[config.mk]
export PLATFORM = sky130hd
export DESIGN_NAME = register_bank
export DESIGN_NICKNAME = d
export VERILOG_FILES = /design/src/logic/cpu_pkg.sv /design/src/logic/register_bank.sv
export SDC_FILE = /design/constraint.sdc
export NUM_CORES = 2
export LEC_CHECK = 0
export BUFFER_PORTS_ARGS = -buffer_cell sky130_fd_sc_hd__buf_2
export CORE_MARGIN = 2
export CORE_UTILIZATION = 40
export DETAILED_ROUTE_END_ITERATION = 7
export PLACE_DENSITY = 0.68
export SLEW_MARGIN = 5
export SYNTH_ARGS = -nofsm -noshare
export SYNTH_HDL_FRONTEND = slang
export SYNTH_SLANG_ARGS = --single-unit
[constraint.sdc]
create_clock -name CLK -period 1.5 [get_ports CLK]
set_input_delay 0.075 -clock CLK [delete_from_list [all_inputs] [get_ports CLK]]
set_output_delay 0.075 -clock CLK [all_outputs]
set_load 0.005 [all_outputs]
[src/logic/cpu_pkg.sv]
package cpu_pkg;

	typedef logic [31:0] word_t;
	typedef logic [31:0] pc_t;	// counts instruction words
	typedef logic [4:0] reg_addr_t;
	typedef logic [5:0] opcode_t;

	localparam int IMEM_AW = 8;
	localparam int DMEM_AW = 8;

	// instruction formats, opcode always in [31:26]
	// RALU    rd ra rb, alu op in [3:0]           rd = ra op rb
	// IALU    rd ra imm16                         rd = ra + sext(imm16)
	// LOAD    rd ra imm16                         rd = mem[ra + sext(imm16)]
	// STORE   ra rb off11                         mem[ra + sext(off11)] = rb
	// BRANCH  cond in [14:12], off11 in [10:0]    pc = pc + sext(off11) if cond
	// JAL     rd imm16                            rd = pc + 1, pc = pc + sext(imm16)
	localparam opcode_t OP_RALU   = 6'h01;
	localparam opcode_t OP_IALU   = 6'h02;
	localparam opcode_t OP_LOAD   = 6'h03;
	localparam opcode_t OP_STORE  = 6'h04;
	localparam opcode_t OP_BRANCH = 6'h05;
	localparam opcode_t OP_JAL    = 6'h06;
	localparam opcode_t OP_HALT   = 6'h3f;

	typedef enum logic [3:0] {
		ALU_ADD,
		ALU_SUB,
		ALU_AND,
		ALU_OR,
		ALU_XOR,
		ALU_SHL,
		ALU_SHR,
		ALU_PASSB
	} alu_op_t;

	typedef enum logic [2:0] {
		COND_AL,	// always
		COND_EQ,	// z
		COND_NE,	// !z
		COND_LT,	// s != o
		COND_CS,	// c
		COND_VS,	// o
		COND_MI,	// s
		COND_NV	// never
	} cond_t;

	typedef enum logic [1:0] {
		WB_ALU,
		WB_MEM,
		WB_LINK
	} wb_sel_t;

	typedef enum logic [2:0] {
		S_IDLE,
		S_FETCH,
		S_DECODE,
		S_EXEC,
		S_MEM,
		S_WB,
		S_HALT
	} state_t;

endpackage
[src/logic/register_bank.sv]
`timescale 1ns/1ps

module register_bank (
	input  logic CLK,
	input  logic rst_n,
	input  cpu_pkg::reg_addr_t ra,
	input  cpu_pkg::reg_addr_t rb,
	input  cpu_pkg::reg_addr_t rd,
	input  logic rf_write,
	input  cpu_pkg::wb_sel_t wb_sel,
	input  cpu_pkg::word_t alu_result,
	input  cpu_pkg::word_t dm_q,
	input  cpu_pkg::pc_t pc_plus1,
	output cpu_pkg::word_t rd_a,
	output cpu_pkg::word_t rd_b,
	output logic we,
	output cpu_pkg::reg_addr_t waddr,
	output cpu_pkg::word_t wdata
);
	import cpu_pkg::*;

	word_t regs [32];

	assign we = rf_write && (rd != '0);	// writes to r0 are dropped
	assign waddr = rd;

	always_comb begin
		case (wb_sel)
			WB_MEM:  wdata = dm_q;
			WB_LINK: wdata = pc_plus1;	// return address
			default: wdata = alu_result;
		endcase
	end

	always_ff @(posedge CLK or negedge rst_n) begin
		if (!rst_n) begin
			for (int i = 0; i < 32; i++)
				regs[i] <= '0;
		end else if (we) begin
			regs[waddr] <= wdata;
		end
	end

	assign rd_a = regs[ra];
	assign rd_b = regs[rb];

	a_r0_stays_zero: assert property (@(posedge CLK) disable iff (!rst_n)
		(rf_write && rd == '0) |=> (regs[0] == '0));

endmodule

==> run_results.csv <==
group,metric,value,unit
yosys,ys_seq_area_share,47.3,%
die,core_area,135000,um^2
grt,grt_usage,29.3,%
yosys,yosysTopAreaCellShare,47.3,%
power_and_ir_drop,power.leakage,33.2,nW
finish,postLayoutCellArea,69700,um^2
grt,grt_pass1_wl,305000,um
setup_path,rr_startpoint,"regs[814]$_DFFE_PN0P_",
placement,hpwlAfterDp,131000,um
die,dieArea,138000,um^2
min_path,hold_path_depth,6,
routing,wl_per_cell,25.3,um
clock_network,clock_sinks,1024,
die,start_util,40.1,%
setup_path,reg2reg_depth,4,
sta,maxSlewViolCount,0,
routing,post_drt_via_cell_ratio,5.93,
sta,setup_ws,-0.797,ns
routing,drc_errors,0,
die,num_rows,135,
clock_network,clk_latency,0.74,ns
yosys,synthTopCellsByArea,"dfrtp_1, mux2i_1, o21ai_0, nand2_1, a22oi_1",
setup_path,cp-end-kind,"primary output",
sta,period_share,153,%
routing,wl,206000,um
setup_path,cp_num_buf_inv,3,
finish,drive_gt1_share,21.7,%
finish,nets,6420,
setup_path,worstPathRequired,1.42,ns
routing,drtIter0Drc,5314,
sta,setup_viol,92,
routing,postRouteAntennaNets,0,
clock_network,htreeDepth,3,
yosys,synth.avg_cell_area,9.27,um^2
grt,grt_max_degree,80,
setup_path,cp_max_fo,2,
sta,slew_headroom,69.2,%
sta,layout_min_cycle_time,2.30,ns
setup_path,r2r_slack,0.60,ns
setup_path,crit_family,"buffers and inverters",
placement,globalplace.congestion,0.907,
power_and_ir_drop,power_density,1200,nW/um^2
setup_path,max_stage_delay,0.39,ns
finish,largest_reg_flops,1024,
sta,finalClockSkew,0,ns
setup_path,slowest_stage,"dfrtp_1",
clock_network,cts_buffer_depth,3,
placement,placed_cell_area,62300,um^2
min_path,min-delay-start,"dm_q[24]",
grt,grt_pass1_vias,47500,
yosys,syn_inst,5841,
power_and_ir_drop,ir_worst_vdd,914,uV
yosys,yosys_warnings,0,
grt,antenna_found_initial,11,
setup_path,worst_ep_arrival_time,2.22,ns
yosys,synthesis.area,54200,um^2
yosys,ys_ff_latch,1024,
yosys,synthesis.nets,5959,
clock_network,cts_root_buf,"clkbuf_16",
finish,reg.largest.list,"regs x1024",
routing,vias,48400,
clock_network,cts_tree,"yes",
sta,rsz0062_at_grt,"true",
run,maxCapViolCount,0,
setup_path,worstSetupPathType,"flip-flop to primary output",
die,die_h,372,um
sta,hold_violations,0,
sta,worst_slew_pin_slew,0.461,ns
finish,top_register,"regs",
setup_path,path_common_cell,"buf_6",
routing,first_pass_iters,6,
placement,io_buffers,217,
setup_path,reg2reg_to,"regs[814]$_DFFE_PN0P_",
sta,holdWs,0.0268,ns
yosys,yosysUniqueCellTypes,28,
grt,grt_remaining_overflow,0,
setup_path,cp_cell_sequence,"buf_6, mux2i_1, a22o_1, nor3_1, a31oi_1, nand3_1, buf_6, buf_6",
run_status,violations,"setup timing",
setup_path,cp-start-kind,"flip-flop",
yosys,synth_top_area_cell,"dfrtp_1",
sta,max_freq,435,MHz
die,io_pins,218,
run_status,outcome,"finished, violations left",
clock_network,clk_pin_slew,0.06,ns
die,die_x,372,um
clock_network,cts-buffers-inserted,106,
min_path,hold_end,"regs[152]$_DFFE_PN0P_",
min_path,min_path_type,"input pin to flip-flop",
finish,syn2layout_area_growth,28.7,%
-- metal layers --
metal  up-vias  share of wire (%)  GRT usage, %
met2      2445                 44          43.9
met5         -              0.054             0
li1      21500                  -             -
met3       613                 10          6.81
met4        16                5.0          14.7
met1     23900                 41          39.6
-- worst reg2reg max path: stages (launching register included) --
cell     delay [ns]
dfrtp_1        0.40
buf_4          0.14
buf_4          0.12
nand2_1        0.04
o21ai_0        0.07
-- placed cells by master, fill, tap and decap left out, types with 8 or more instances in the layout --
master,count
dlygate4sd3_1,16
buf_12,234
bufinv_16,19
inv_4,13
clkbuf_1,13
a31oi_4,11
buf_2,164
nand3_2,30
buf_8,12
a22oi_1,192
nand2_2,27
buf_6,82
bufbuf_16,16
o21ai_0,972
clkbuf_8,20
inv_6,8
a21oi_1,192
dfrtp_1,1024
clkinv_2,22
nor3_1,24
a22oi_2,32
a21oi_2,8
buf_4,412
nand2_1,1186
a31oi_1,36
nor2_2,23
mux2i_1,1024
o21ai_1,20
clkinvlp_4,14
a22o_1,128
clkbuf_16,107
nand3_1,156
a31oi_2,17
nor3_2,34
a21oi_4,24
-- final cells by class --
type / instances / area [um^2]
Antenna cell: 1 / 2.50
Clock buffer: 140 / 3000
Clock inverter: 56 / 868
Fill cell: 11700 / 65200
Inverter: 34 / 241
Multi-Input combinational cell: 4193 / 27200
Sequential cell: 1024 / 25600
Tap cell: 1781 / 2230
Timing Repair Buffer: 943 / 10500
-- synthesized netlist by cell type --
| cell type | n |
|---|---|
| nand2_1 | 1199 |
| dfrtp_1 | 1024 |
| mux2i_1 | 1024 |
| o21ai_0 | 972 |
| clkbuf_1 | 367 |
| a21oi_1 | 224 |
| a22oi_1 | 224 |
| nand3_1 | 192 |
| buf_2 | 132 |
| a22o_1 | 128 |
| nor3_1 | 65 |
| a31oi_1 | 64 |
| buf_4 | 64 |
| nor2_1 | 36 |
| inv_1 | 34 |
| buf_1 | 27 |
| nand2_2 | 20 |
| o21ai_1 | 20 |
| nand2b_1 | 4 |
| nor2b_1 | 4 |
| and2_1 | 3 |
| and3b_1 | 3 |
| nor3b_4 | 3 |
| and3_1 | 2 |
| ha_1 | 2 |
| or2_2 | 2 |
| a21boi_0 | 1 |
| nor2_2 | 1 |
-- how the worst max path moves through the flow --
stage	startpoint	endpoint	slack, ns	cells after the start
3_3_place_gp	wb_sel[0]	wdata[12]	-0.47	9
4_1_cts	regs[787]$_DFFE_PN0P_	rd_a[19]	-0.82	6
3_5_place_dp	ra[2]	rd_a[23]	-0.50	9
6_report	regs[844]$_DFFE_PN0P_	rd_a[12]	-0.80	8
5_1_grt	regs[787]$_DFFE_PN0P_	rd_a[19]	-0.84	6
2_1_floorplan	wb_sel[0]	regs[707]$_DFFE_PN0P_	0.03	8
-- logic make-up (layout without fill, tap and decap cells) --
logic type | count (synthesis) | after routing | synth area share, %
AO/OA/AOI/OAI | 1633 | 1633 | 17.2
adder cells (fa/ha/maj) | 2 | 2 | 0.0462
buffers and inverters | 624 | 1173 | 5.07
flip-flops | 1024 | 1024 | 47.3
multiplexers | 1024 | 1024 | 18.9
other | 0 | 1 | 0
AND/OR/NAND/NOR | 1534 | 1534 | 11.5
-- per-stage QoR --
stage / util, % / TNS, ns / total power, mW / std cells / worst slack [ns]
floorplan: - / 0 / 45.2 / 5841 / 0.0328
global placement: 46.2 / -175.52 / 51.6 / 7824 / -0.471
detailed placement: 46.2 / -191.52 / 52.3 / 7824 / -0.498
CTS: 51.1 / -45.47 / 83.3 / 8139 / -0.818
global route: 51.7 / -50.16 / 87.5 / 8171 / -0.845
finish: 51.7 / -45.02 / 84.0 / 8172 / -0.797
-- power breakdown --
part / switching, mW / total (mW) / leakage [nW] / internal [mW]
sequential: 3.80 / 36.0 / 13.6 / 32.2
combinational: 10.2 / 18.6 / 17.7 / 8.48
clock: 11.9 / 29.3 / 1.89 / 17.4
total: 25.9 / 84.0 / 33.2 / 58.1
-- timing repair --
action | 4_1_cts | 5_1_grt
hold buffers | 22 | 1
gates cloned | 18 | 0
endpoints found under the hold margin | 1282 | 18
pin swaps | 133 | 139
setup endpoints to repair | 95 | 200
buffers inserted | 88 | 39
resized for setup | 293 | 130
Note: power is estimated with default switching activity, not from simulation.
