--- src/logic/cpu_pkg.sv ---
package cpu_pkg;

	typedef logic [31:0] word_t;
	typedef logic [31:0] pc_t;	// counts instruction words
	typedef logic [4:0] reg_addr_t;
	typedef logic [5:0] opcode_t;

	localparam int IMEM_AW = 8;
	localparam int DMEM_AW = 8;

	// instruction formats, opcode always in [31:26]
	// RALU    rd ra rb, alu op in [3:0]           rd = ra op rb
	// IALU    rd ra imm16                         rd = ra + sext(imm16)
	// LOAD    rd ra imm16                         rd = mem[ra + sext(imm16)]
	// STORE   ra rb off11                         mem[ra + sext(off11)] = rb
	// BRANCH  cond in [14:12], off11 in [10:0]    pc = pc + sext(off11) if cond
	// JAL     rd imm16                            rd = pc + 1, pc = pc + sext(imm16)
	localparam opcode_t OP_RALU   = 6'h01;
	localparam opcode_t OP_IALU   = 6'h02;
	localparam opcode_t OP_LOAD   = 6'h03;
	localparam opcode_t OP_STORE  = 6'h04;
	localparam opcode_t OP_BRANCH = 6'h05;
	localparam opcode_t OP_JAL    = 6'h06;
	localparam opcode_t OP_HALT   = 6'h3f;

	typedef enum logic [3:0] {
		ALU_ADD,
		ALU_SUB,
		ALU_AND,
		ALU_OR,
		ALU_XOR,
		ALU_SHL,
		ALU_SHR,
		ALU_PASSB
	} alu_op_t;

	typedef enum logic [2:0] {
		COND_AL,	// always
		COND_EQ,	// z
		COND_NE,	// !z
		COND_LT,	// s != o
		COND_CS,	// c
		COND_VS,	// o
		COND_MI,	// s
		COND_NV	// never
	} cond_t;

	typedef enum logic [1:0] {
		WB_ALU,
		WB_MEM,
		WB_LINK
	} wb_sel_t;

	typedef enum logic [2:0] {
		S_IDLE,
		S_FETCH,
		S_DECODE,
		S_EXEC,
		S_MEM,
		S_WB,
		S_HALT
	} state_t;

endpackage
--- src/logic/control_unit.sv ---
`timescale 1ns/1ps

module control_unit (
	input  logic CLK,
	input  logic rst_n,
	input  logic run,
	input  cpu_pkg::word_t instr,
	input  logic take_cond,
	output logic pc_we,
	output logic ir_we,
	output logic branch,
	output logic flags_we,
	output cpu_pkg::alu_op_t alu_op,
	output logic use_imm,
	output cpu_pkg::word_t imm,
	output logic dm_we,
	output logic rf_write,
	output cpu_pkg::wb_sel_t wb_sel,
	output logic retire,
	output logic halted
);
	import cpu_pkg::*;

	state_t state;
	state_t state_nx;
	opcode_t op;
	logic is_alu;
	logic is_mem;
	logic short_off;

	assign op = instr[31:26];
	assign is_alu = (op == OP_RALU) || (op == OP_IALU);
	assign is_mem = (op == OP_LOAD) || (op == OP_STORE);
	assign short_off = (op == OP_STORE) || (op == OP_BRANCH);	// [14:11] taken by rb or cond

	always_ff @(posedge CLK or negedge rst_n) begin
		if (!rst_n)
			state <= S_IDLE;
		else
			state <= state_nx;
	end

	always_comb begin
		state_nx = state;
		case (state)
			S_IDLE:   if (run) state_nx = S_FETCH;
			S_FETCH:  state_nx = S_DECODE;
			S_DECODE: state_nx = S_EXEC;
			S_EXEC:   state_nx = is_mem ? S_MEM : S_WB;
			S_MEM:    state_nx = S_WB;
			S_WB: begin
				if (op == OP_HALT)
					state_nx = S_HALT;
				else if (run)
					state_nx = S_FETCH;	// next instruction, no gap
				else
					state_nx = S_IDLE;
			end
			default:  state_nx = state;	// halt holds until reset
		endcase
	end

	assign ir_we    = (state == S_FETCH);
	assign flags_we = (state == S_EXEC) && is_alu;
	assign dm_we    = (state == S_MEM) && (op == OP_STORE);
	assign retire   = (state == S_WB);
	assign pc_we    = retire && (op != OP_HALT);
	assign rf_write = retire && (is_alu || (op == OP_LOAD) || (op == OP_JAL));
	assign halted   = (state == S_HALT);

	assign alu_op  = (op == OP_RALU) ? alu_op_t'(instr[3:0]) : ALU_ADD;
	assign use_imm = (op != OP_RALU);
	assign imm     = short_off ? {{21{instr[10]}}, instr[10:0]} : {{16{instr[15]}}, instr[15:0]};
	assign branch  = (op == OP_JAL) || ((op == OP_BRANCH) && take_cond);

	always_comb begin
		case (op)
			OP_LOAD: wb_sel = WB_MEM;
			OP_JAL:  wb_sel = WB_LINK;
			default: wb_sel = WB_ALU;
		endcase
	end

	a_retire_after_exec: assert property (@(posedge CLK) disable iff (!rst_n)
		retire |-> $past(state) inside {S_EXEC, S_MEM});

	a_store_then_retire: assert property (@(posedge CLK) disable iff (!rst_n)
		dm_we |=> retire);

endmodule

--- config.mk ---
export PLATFORM = sky130hd
export DESIGN_NAME = control_unit
export DESIGN_NICKNAME = d
export VERILOG_FILES = /design/src/logic/cpu_pkg.sv /design/src/logic/control_unit.sv
export SDC_FILE = /design/constraint.sdc
export NUM_CORES = 1
export LEC_CHECK = 0
export BUFFER_PORTS_ARGS = -buffer_cell sky130_fd_sc_hd__buf_2
export CAP_MARGIN = 40
export CORE_UTILIZATION = 33
export DETAILED_ROUTE_END_ITERATION = 16
export PLACE_DENSITY_LB_ADDON = 0.08
export SYNTH_ARGS = -nofsm -noshare
export SYNTH_HDL_FRONTEND = slang
export SYNTH_SLANG_ARGS = --single-unit
--- constraint.sdc ---
create_clock -name CLK -period 4.8 [get_ports CLK]
set_input_delay 0.48 -clock CLK [delete_from_list [all_inputs] [get_ports CLK]]
set_output_delay 0.48 -clock CLK [all_outputs]
set_load 0.02 [all_outputs]
==> impl_summary.txt <==
----------------------------------------------------
[Worst setup path]
  CP Data Required Time ... 4.32 ns
  Peak per-stage delay on the critical path ... 0.66 ns
  Cell mode on critical path ... sky130_fd_sc_hd__buf_2
  WS Path Type ... input port to output pin
  Startpoint types ... input port
  Cells traversed along the worst timing path ... buf_2 -> or4b_1 -> o21ai_2 -> nand2_1 -> buf_2
  Arrival time at the worst endpoint ... 1.89 ns
  Crit-path max FO ... 17
  Slowest-stage cell, CP ... sky130_fd_sc_hd__or4b_1
  Critical Path End Type ... output pin

[Timing]
  Max_slew headroom ... 72.5%
  Clock Skew ... 0.000855 ns
  Slew at the pin closest to its max-slew limit ... 0.407 ns
  Total count of max-transition violations in the final report ... 0
  Peak Freq ... 423 MHz
  Post-layout minimum cycle time ... 2.37 ns
  Number of endpoints failing setup at the final stage ... 0
  Final worst path period share ... 49.3%
  Final number of hold-violating endpoints ... 0
  Setup TNS ... 0 ns
  RSZ-0062 raised after global routing ... false

[Placed design]
  Placed Cells incl. Taps ... 145
  Count of input and output buffers ... 60
  Global placer's final weighted congestion ... 0.735
  HPWL reported at the end of detailed placement ... 1.12 mm

[Die]
  Starting density of the core ... 35.4%
  Total die area ... 2050 sq um
  Count of standard-cell rows ... 15
  Vertical die dimension ... 45.3 microns
  Die width ... 45.3 microns
  Floorplan Core Area ... 1750 sq um
  I/O pin count ... 83

[Finish]
  Layout Nets ... 161
  Registers with the most flip-flops ... state (3)
  Antenna diode instance count ... 0
  P&R area growth vs syn ... 23.5%
  Register ranked first by flip-flop count ... state
  Share of post-route cells with drive strength above 1 ... 52.4%
  Final cell count without fillers ... 149
  Flip-flop count of the largest register after layout ... 3

[CTS]
  Clk buf depth ... 2
  CTS Root Cell ... sky130_fd_sc_hd__clkbuf_4
  Clock transition at the register clock pins on the worst setup and hold paths after CTS ... 0.04 ns
  Number of H-tree levels ... 1
  Clock tree from TritonCTS ... yes
  Total CTS buffers ... 3
  CTS hold repair buffers ... 0
  Cells resized by post-CTS repair ... 0
  Clock Sink Count ... 3
  Postcts setup bufs ... 0
  Worst-Skew Late Latency ... 0.24 ns

[Synth]
  Area of the mapped netlist ... 618 sq um
  Async S/R FF share, synth ... 100%
  Number of distinct library cell variants in the gate-level netlist after synthesis ... 26
  Yosys top cell by area ... sky130_fd_sc_hd__buf_4
  Average instance area after synthesis ... 6.94 sq um
  Number of synthesized flops with an enable pin ... 0
  Share of the synthesized netlist area taken by xor and xnor gates ... 0%
  Area share of the largest cell type after synthesis ... 32.8%
  Synthesized netlist net count ... 125
  Top post-synthesis cells by area ... sky130_fd_sc_hd__buf_4 33%, sky130_fd_sc_hd__dfrtp_1 12%, sky130_fd_sc_hd__nand2b_1 5.1%, sky130_fd_sc_hd__nand2_1 4.3%, sky130_fd_sc_hd__and2_1 4.0%
  Register area share after synthesis ... 12.1%
  Flip-flop cell with the highest count after synthesis ... sky130_fd_sc_hd__dfrtp_1
  Total number of yosys warnings ... 0
  Multiplexer area fraction after synthesis ... 0%
  Combinational family with the most area after synthesis ... buffers and inverters
  Synthesized-area fraction occupied by and/or/nand/nor cells ... 34.0%
  Synth Area in Compound Gates ... 16.4%
  Post-synthesis register bit count ... 3
  Synthesized-area fraction occupied by adder cells ... 0%
  Synth Instances ... 89

[Global route]
  Global-route wire length before repair ... 1.98 mm
  Number of antenna violations at the first check in global routing ... 0
  Maximum number of pins on one net before global-route repair ... 18
  Vias in the first global route ... 484
  Total congestion overflow after global routing ... 0
  Overall routing resource usage ... 13.1%

[Power]
  Power, Total ... 0.000250 W
  Leak Pwr ... 0.440 nW
  Peak ir drop on the vdd network ... 0.185 mV
  Pwr per Cell Area ... 328 nW/um^2

[Route]
  First DRT Iteration DRCs ... 12
  Pre-Repair DR Iteration Count ... 3
  Final wirelength ... 1.42 mm
  Antenna Nets Post-Route ... 0
  Wire per inst ... 9.56 microns
  Total number of vias ... 685
  DRC viols ... 0
  Routed via count divided by cell count ... 4.60

[Min path]
  Hold crit path type ... input port to asynchronous set/reset pin

[Outcome]
  Run status ... finished, final reports clean

[Job]
  MaxCap Viol Count ... 0

----------------------------------------------------
## cell type report
| cell class | instances | area, sq um |
|---|---|---|
| Multi-Input combinational cell | 52 | 312 |
| Fill cell | 193 | 982 |
| Tap cell | 25 | 31.3 |
| Inverter | 5 | 18.8 |
| Sequential cell | 3 | 75.1 |
| Clock buffer | 4 | 26.3 |
| Timing Repair Buffer | 60 | 300 |
## cell families after synthesis
| kind of cell | Yosys count |
|---|---|
| AO/OA/AOI/OAI | 16 |
| AND/OR/NAND/NOR | 36 |
| buffers and inverters | 34 |
| flip-flops | 3 |
## critical path, delay by kind of cell
family | cells | cell delay (ns)
simple gates | 2 | 0.88
buf+inv | 2 | 0.35
compound gates | 1 | 0.16
## power breakdown
| group | internal [W] | switching, W | total (W) | leakage, nW |
|---|---|---|---|---|
| clock | 0.0000314 | 0.0000161 | 0.0000475 | 0.0150 |
| combinational | 0.0000574 | 0.0000826 | 0.000140 | 0.390 |
| sequential | 0.0000386 | 0.0000240 | 0.0000626 | 0.0356 |
## worst paths after layout
kind,startpoint,to,slack (ns),depth (start not counted)
worst max-delay path,instr[29],imm[24],2.43,5
worst min-delay path,rst_n,state[1],0.02,1
worst max register to register,state[1],state[0],3.67,3
worst min register to register,state[2],state[2],0.64,1
max in group asynchronous,rst_n,state[2],4.67,1
min in group CLK,run,state[0],0.62,3
## cells in the mapped netlist, drive strengths merged (2+ instances only)
| cell type | number |
|---|---|
| a211oi | 3 |
| a21oi | 2 |
| a22o | 2 |
| and2 | 4 |
| buf | 29 |
| dfrtp | 3 |
| inv | 5 |
| nand2 | 7 |
| nand2b | 5 |
| nand3 | 2 |
| nand3b | 2 |
| nor2 | 4 |
| nor2b | 2 |
| nor3 | 3 |
| nor4b | 2 |
| o21ai | 8 |
## layout by cell type (no fill, tap or decap), types with 3 or more instances in the layout
cell type and n:
sky130_fd_sc_hd__clkbuf_4 3, sky130_fd_sc_hd__buf_2 60, sky130_fd_sc_hd__a211oi_1 3, sky130_fd_sc_hd__nor2_1 4, sky130_fd_sc_hd__nand2b_1 5, sky130_fd_sc_hd__o21ai_1 4, sky130_fd_sc_hd__inv_1 5, sky130_fd_sc_hd__nand2_1 7
sky130_fd_sc_hd__and2_1 4, sky130_fd_sc_hd__dfrtp_1 3, sky130_fd_sc_hd__o21ai_0 3
## metrics by stage
stage	instance area (sq um)	hold WS, ns	worst slack, ns	utilization (%)
final	763	0.0231	2.43	43.7
after global routing	763	0.0227	2.31	43.7
after CTS	763	0.0260	2.42	43.7
after detailed placement	737	0.277	2.42	42.2
after global placement	737	0.275	2.45	42.2
after floorplan	618	0.184	2.46	-
## metal layers
layer  GRT usage (%)  vias up  part of all wire [%]
met5               0        -                     0
met1            15.9      284                    42
met3            1.60        7                   9.5
li1                -      348                     -
met2            22.3       46                    47
met4            6.67        0                   1.7
Note: power is estimated with default switching activity, not from simulation.
