===== src/logic/cpu_pkg.sv =====
package cpu_pkg;

	typedef logic [31:0] word_t;
	typedef logic [31:0] pc_t;	// counts instruction words
	typedef logic [4:0] reg_addr_t;
	typedef logic [5:0] opcode_t;

	localparam int IMEM_AW = 8;
	localparam int DMEM_AW = 8;

	// instruction formats, opcode always in [31:26]
	// RALU    rd ra rb, alu op in [3:0]           rd = ra op rb
	// IALU    rd ra imm16                         rd = ra + sext(imm16)
	// LOAD    rd ra imm16                         rd = mem[ra + sext(imm16)]
	// STORE   ra rb off11                         mem[ra + sext(off11)] = rb
	// BRANCH  cond in [14:12], off11 in [10:0]    pc = pc + sext(off11) if cond
	// JAL     rd imm16                            rd = pc + 1, pc = pc + sext(imm16)
	localparam opcode_t OP_RALU   = 6'h01;
	localparam opcode_t OP_IALU   = 6'h02;
	localparam opcode_t OP_LOAD   = 6'h03;
	localparam opcode_t OP_STORE  = 6'h04;
	localparam opcode_t OP_BRANCH = 6'h05;
	localparam opcode_t OP_JAL    = 6'h06;
	localparam opcode_t OP_HALT   = 6'h3f;

	typedef enum logic [3:0] {
		ALU_ADD,
		ALU_SUB,
		ALU_AND,
		ALU_OR,
		ALU_XOR,
		ALU_SHL,
		ALU_SHR,
		ALU_PASSB
	} alu_op_t;

	typedef enum logic [2:0] {
		COND_AL,	// always
		COND_EQ,	// z
		COND_NE,	// !z
		COND_LT,	// s != o
		COND_CS,	// c
		COND_VS,	// o
		COND_MI,	// s
		COND_NV	// never
	} cond_t;

	typedef enum logic [1:0] {
		WB_ALU,
		WB_MEM,
		WB_LINK
	} wb_sel_t;

	typedef enum logic [2:0] {
		S_IDLE,
		S_FETCH,
		S_DECODE,
		S_EXEC,
		S_MEM,
		S_WB,
		S_HALT
	} state_t;

endpackage

===== src/logic/alu.sv =====
`timescale 1ns/1ps

module alu (
	input  cpu_pkg::word_t a,
	input  cpu_pkg::word_t b,
	input  cpu_pkg::word_t imm,
	input  logic use_imm,
	input  cpu_pkg::alu_op_t op,
	output cpu_pkg::word_t result,
	output logic o,
	output logic s,
	output logic c,
	output logic z
);
	import cpu_pkg::*;

	word_t opb;
	logic [4:0] sh;
	logic [32:0] sum;
	logic [32:0] shl;
	logic [32:0] shr;

	assign opb = use_imm ? imm : b;
	assign sh  = opb[4:0];
	assign shl = {1'b0, a} << sh;	// msb is the last bit shifted out
	assign shr = {a, 1'b0} >> sh;	// lsb is the last bit shifted out

	always_comb begin
		sum = '0;
		result = '0;
		c = 1'b0;
		o = 1'b0;
		case (op)
			ALU_ADD: begin
				sum = {1'b0, a} + {1'b0, opb};
				result = sum[31:0];
				c = sum[32];
				o = (a[31] == opb[31]) && (result[31] != a[31]);
			end
			ALU_SUB: begin
				sum = {1'b0, a} + {1'b0, ~opb} + 33'd1;
				result = sum[31:0];
				c = sum[32];	// set when there is no borrow
				o = (a[31] != opb[31]) && (result[31] != a[31]);
			end
			ALU_AND: result = a & opb;
			ALU_OR:  result = a | opb;
			ALU_XOR: result = a ^ opb;
			ALU_SHL: begin
				result = shl[31:0];
				c = shl[32];
			end
			ALU_SHR: begin
				result = shr[32:1];
				c = shr[0];
			end
			ALU_PASSB: result = opb;
			default: result = '0;
		endcase
	end

	assign s = result[31];
	assign z = (result == '0);

endmodule


===== config.mk =====
export PLATFORM = sky130hd
export DESIGN_NAME = alu
export DESIGN_NICKNAME = d
export VERILOG_FILES = /design/src/logic/cpu_pkg.sv /design/src/logic/alu.sv
export SDC_FILE = /design/constraint.sdc
export NUM_CORES = 1
export LEC_CHECK = 0
export ABC_CLOCK_PERIOD_IN_PS = 10400
export BUFFER_PORTS_ARGS = -buffer_cell sky130_fd_sc_hd__buf_2
export CAP_MARGIN = 20
export CORE_MARGIN = 8
export CORE_UTILIZATION = 54
export DETAILED_ROUTE_END_ITERATION = 16
export PLACE_DENSITY = 0.77
export SYNTH_ARGS = -nofsm -noshare
export SYNTH_HDL_FRONTEND = slang
export SYNTH_SLANG_ARGS = --single-unit

===== constraint.sdc =====
create_clock -name vclk -period 10.4
set_clock_uncertainty 0.05 [all_clocks]
set_input_delay 2.08 -clock vclk [all_inputs]
set_output_delay 2.08 -clock vclk [all_outputs]
set_load 0.005 [all_outputs]

==> impl_metrics.env, run 1 <==
export IMPL_fillers=1717
export IMPL_fin_setup_tns_ns=0
export IMPL_detail_route_wl_per_cell_um=29.4
export IMPL_ys_types=85
export IMPL_period_share_pct=92.2
export IMPL_peakVddDrop_mv=0.0456
export IMPL_num_antenna_cells=0
export IMPL_track_usage_pct=40.3
export IMPL_final_hold_viol_count=0
export IMPL_drt_wl_total_um=47300
export IMPL_syn_inst=1313
export IMPL_synth_top_area_share_pct=15.1
export IMPL_fin_util_pct=58.9
export IMPL_drtAntennaViolNets=0
export IMPL_final_cells=1610
export IMPL_num_vias=12200
export IMPL_drc=0
export IMPL_viasPerCell=7.57
export IMPL_overflow=0
export IMPL_synth_area_mm2=0.00968
export IMPL_core_mm2=0.0178
export IMPL_worstMarginPinSlew_ns=1.05
export IMPL_rsz0062_at_grt="false"
export IMPL_dpl_cell_area_mm2=0.0105
export IMPL_n_sequential_cell=0
export IMPL_cp_max_fo=23
export IMPL_min_delay_path_depth=5
export IMPL_n_clock_buffer=0
export IMPL_hold_end="o"
export IMPL_dp_cells=1610
export IMPL_setup_viol=0
export IMPL_avgSynthCellArea_um2=7.37
export IMPL_critPathKind="primary input to primary output"
export IMPL_max_freq_mhz=104
export IMPL_start_util_pct=54.4
export IMPL_post_cts_setup_buffers=0
export IMPL_grt_max_degree=37
export IMPL_yosys_area_top_type="ha_1"
export IMPL_die_area_mm2=0.0225
export IMPL_cap_violations=0
export IMPL_slew_viol_final=0
export IMPL_antenna_found_initial=0
export IMPL_layout_commonest_cell="buf_2"
export IMPL_rows=49
export IMPL_final_nets=1603
export IMPL_ys_warnings_count=0
export IMPL_fin_total_pwr_mw=0.735
export IMPL_finalWeightedCongestion=1.09
export IMPL_die_height_um=150
export IMPL_drtIter0Drc=1903
export IMPL_dp_hpwl_um=36700
export IMPL_design_area_mm2=0.0105
export IMPL_finalCriticalPeriod_ns=9.59
export IMPL_drive_gt1_share_pct=18.8
export IMPL_worstPathRequired_ns=8.27
export IMPL_final_cell_mix="buf_2, nand2_1, ha_1"
export IMPL_post_cts_resized=0
export IMPL_worstPathArrival_ns=7.46
export IMPL_pwr_density_cell_mw_per_mm2=70.2
export IMPL_cp_end_kind="primary output"
export IMPL_hold_buffers=0
export IMPL_grt_pass1_vias=11200
export IMPL_first_pass_iters=6
export IMPL_synth_area_top_cells="ha_1, mux4_2, mux2i_1"
export IMPL_hp_class="primary input to primary output"
export IMPL_yosysSeqAreaShare_pct=0
export IMPL_io_pins=137
export IMPL_slew_headroom_pct=29.8
export IMPL_syn_nets=1533
export IMPL_cp_start_kind="primary input"
export IMPL_status="finished clean"
export IMPL_min_from="a[31]"
export IMPL_ff_latch_area_um2=0
export IMPL_grt_pass1_wl_um=69600
export IMPL_fp_dieW_um=150
export IMPL_area_growth_pct=8.19
export IMPL_leakagePower_nw=4.71
export IMPL_port_buffer_count=137
cells in the mapped netlist (all sizes together) (7+ instances only):
cell type / count
a2111oi: 7
inv: 93
a211oi: 23
nor3: 30
nand4: 11
a211o: 12
xnor2: 19
or3: 8
nand2: 123
o21bai: 15
mux2: 18
a221oi: 8
mux2i: 79
clkbuf: 67
nor2: 90
a31oi: 7
mux4: 52
nand3: 31
buf: 29
o21a: 9
ha: 117
and3: 10
a22oi: 8
a21oi: 102
o21ai: 72
o211ai: 26
a21o: 22
o22ai: 29
nor2b: 12
a221o: 9
o221ai: 22
nand2b: 9
nor4: 20
cell type report:
class	instances	area (um^2)	share of cell area, %
Inverter	95	359	3.43
Tap cell	229	287	2.74
Multi-Input combinational cell	1122	8940	85.4
Timing Repair Buffer	164	888	8.48
worst max-delay path, cell delays in order:
cell     delay [ns]
buf_2          0.55
mux2i_4        0.15
inv_4          0.26
buf_4          0.39
ha_1           0.32
a21oi_1        0.13
or4_1          0.51
a21o_1         0.25
a21oi_1        0.45
a41oi_1        0.30
o41ai_1        0.79
a31o_2         0.30
mux2i_1        0.19
nand4_1        0.13
a211o_1        0.30
nor4_2         0.16
buf_2          0.16
metrics by stage:
| step | hold slack, ns | worst slack (ns) |
|---|---|---|
| after CTS | 4.66 | 1.01 |
| final | 4.68 | 0.814 |
| after global routing | 4.73 | 0.569 |
| after detailed placement | 4.66 | 1.03 |
| after floorplan | 4.30 | 1.67 |
| after global placement | 4.65 | 1.16 |
worst max-delay path by stage:
| stage | startpoint | end | slack (ns) | depth (start not counted) |
|---|---|---|---|---|
| 3_5_place_dp | use_imm | z | 1.03 | 18 |
| 2_1_floorplan | use_imm | z | 1.67 | 16 |
| 5_1_grt | use_imm | z | 0.57 | 17 |
| 3_3_place_gp | use_imm | z | 1.16 | 17 |
| 4_1_cts | use_imm | z | 1.01 | 17 |
| 6_report | use_imm | z | 0.81 | 17 |
cell families (layout without fill, tap and decap cells):
kind of cell,Yosys count,in the layout,synth area share (%)
simple gates,385,385,19.7
compound gates,444,444,31.5
fa+ha+maj,119,119,15.5
buf+inv,191,259,8.07
mux,149,149,22.9
xor+xnor,25,25,2.26
report_power, final:
part	switching (mW)	internal, mW
Combinational	0.472	0.263
Sequential	0	0
Clock	0	0
routing by layer:
metal	share of wire [%]	wire length (um)	vias up	track usage, %
li1	-	-	5170	-
met1	39	18300	5757	55.6
met2	41	19400	1064	59.0
met3	16	7520	189	11.2
met4	4.5	2110	0	13.3
met5	0	0	-	0
Power figures use the tool's default switching activity.
==> run 2: changes to the inputs <==
ABC_CLOCK_PERIOD_IN_PS = 10520   (was 10400)
clock period = 10.52 ns   (was 10.4 ns; I/O delays follow)
==> impl_metrics.env, run 2 (same netlist as run 1, synthesis figures left out) <==
export IMPL_final_hold_viol_count=0
export IMPL_core_mm2=0.0178
export IMPL_cp_start_kind="primary input"
export IMPL_peakVddDrop_mv=0.0680
export IMPL_drtIter0Drc=2180
export IMPL_fin_total_pwr_mw=0.722
export IMPL_start_util_pct=54.4
export IMPL_fin_setup_tns_ns=0
export IMPL_num_antenna_cells=0
export IMPL_critPathKind="primary input to primary output"
export IMPL_layout_commonest_cell="buf_2"
export IMPL_num_vias=12300
export IMPL_antenna_found_initial=3
export IMPL_cp_end_kind="primary output"
export IMPL_crit_cells=14
export IMPL_max_freq_mhz=102
export IMPL_period_share_pct=93.5
export IMPL_pwr_density_cell_mw_per_mm2=69.1
export IMPL_cp_top_family="simple AND/OR/NAND/NOR gates"
export IMPL_rows=49
export IMPL_worstPathRequired_ns=8.37
export IMPL_ff_latch_area_um2=0
export IMPL_slew_viol_final=0
export IMPL_grt_max_degree=50
export IMPL_n_clock_buffer=0
export IMPL_cap_violations=0
export IMPL_worstMarginPinSlew_ns=1.12
export IMPL_leakagePower_nw=4.70
export IMPL_port_buffer_count=137
export IMPL_drt_wl_total_um=47900
export IMPL_detail_route_wl_per_cell_um=29.8
export IMPL_max_stage_delay_ns=0.84
export IMPL_rsz0062_at_grt="false"
export IMPL_viasPerCell=7.63
export IMPL_crit_chain="buf_2 > mux2i_4 > inv_2 > mux4_2 > mux2i_1 > nor2_1 > nor4_1 > nand4b_1 > nor4_1 > nand4bb_1 > nor4_1 > nand4b_1 > nor4_2 > buf_2"
export IMPL_first_pass_iters=7
export IMPL_dpl_cell_area_mm2=0.0104
export IMPL_post_cts_resized=0
export IMPL_setup_viol=0
export IMPL_critPathBufInv=3
export IMPL_cp_max_fo=28
export IMPL_track_usage_pct=41.2
export IMPL_area_growth_pct=7.94
export IMPL_fp_dieW_um=150
export IMPL_crit_start="use_imm"
export IMPL_drtAntennaViolNets=0
export IMPL_design_area_mm2=0.0104
export IMPL_hold_buffers=0
export IMPL_drive_gt1_share_pct=18.7
export IMPL_cpMostUsedCell="nor4_1"
export IMPL_hp_class="primary input to primary output"
export IMPL_dp_hpwl_um=36800
export IMPL_n_sequential_cell=0
export IMPL_die_area_mm2=0.0225
export IMPL_io_pins=137
export IMPL_finalCriticalPeriod_ns=9.84
export IMPL_worstPathArrival_ns=7.69
export IMPL_fin_ws_ns=0.679
export IMPL_status="finished clean"
export IMPL_final_nets=1600
export IMPL_drc=0
export IMPL_slew_headroom_pct=25.2
export IMPL_overflow=0
export IMPL_die_height_um=150
export IMPL_dpl_worst_slack_ns=0.885
export IMPL_critPathCapture="z"
export IMPL_grt_pass1_wl_um=71300
export IMPL_slowest_stage="mux2i_4"
export IMPL_final_cell_mix="buf_2, nand2_1, ha_1"
export IMPL_post_cts_setup_buffers=0
export IMPL_finalWeightedCongestion=1.09
export IMPL_grt_pass1_vias=11500
## run 2: worst min path at each step
stage                from  depth (start not counted)  end  slack (ns)
floorplan           a[31]                          3    o        4.34
global placement    a[31]                          5    o        4.73
detailed placement  a[31]                          5    o        4.75
CTS                 a[31]                          5    o        4.76
global route        a[31]                          5    o        4.81
finish              a[31]                          5    o        4.76
## run 2: final cells by class
class / count / area [um^2]
well taps: 229 / 287
inverters: 95 / 359
fillers: 1755 / 7330
multi-input cells: 1122 / 8940
repair buffers: 161 / 863
## run 2: metal layers
layer  part of all wire [%]  GRT usage [%]  up-vias  wire length (um)
met1                     38           54.6     5727             18000
li1                       -              -     5178                 -
met3                     17           14.0      206              7930
met4                    5.0           18.4        4              2400
met2                     41           59.0     1147             19600
met5                  0.061              0        -                29
## run 2: per-stage QoR
step / util, % / hold slack, ns / std cells
2_1_floorplan: - / 4.34 / 1313
3_3_place_gp: 58.7 / 4.73 / 1606
3_5_place_dp: 58.8 / 4.75 / 1607
4_1_cts: 58.8 / 4.76 / 1607
5_1_grt: 58.8 / 4.81 / 1607
6_report: 58.8 / 4.76 / 1607
## run 2: power by group
group          switching (mW)  internal, mW
Combinational           0.464         0.258
Sequential                  0             0
Clock                       0             0
Total                   0.464         0.258
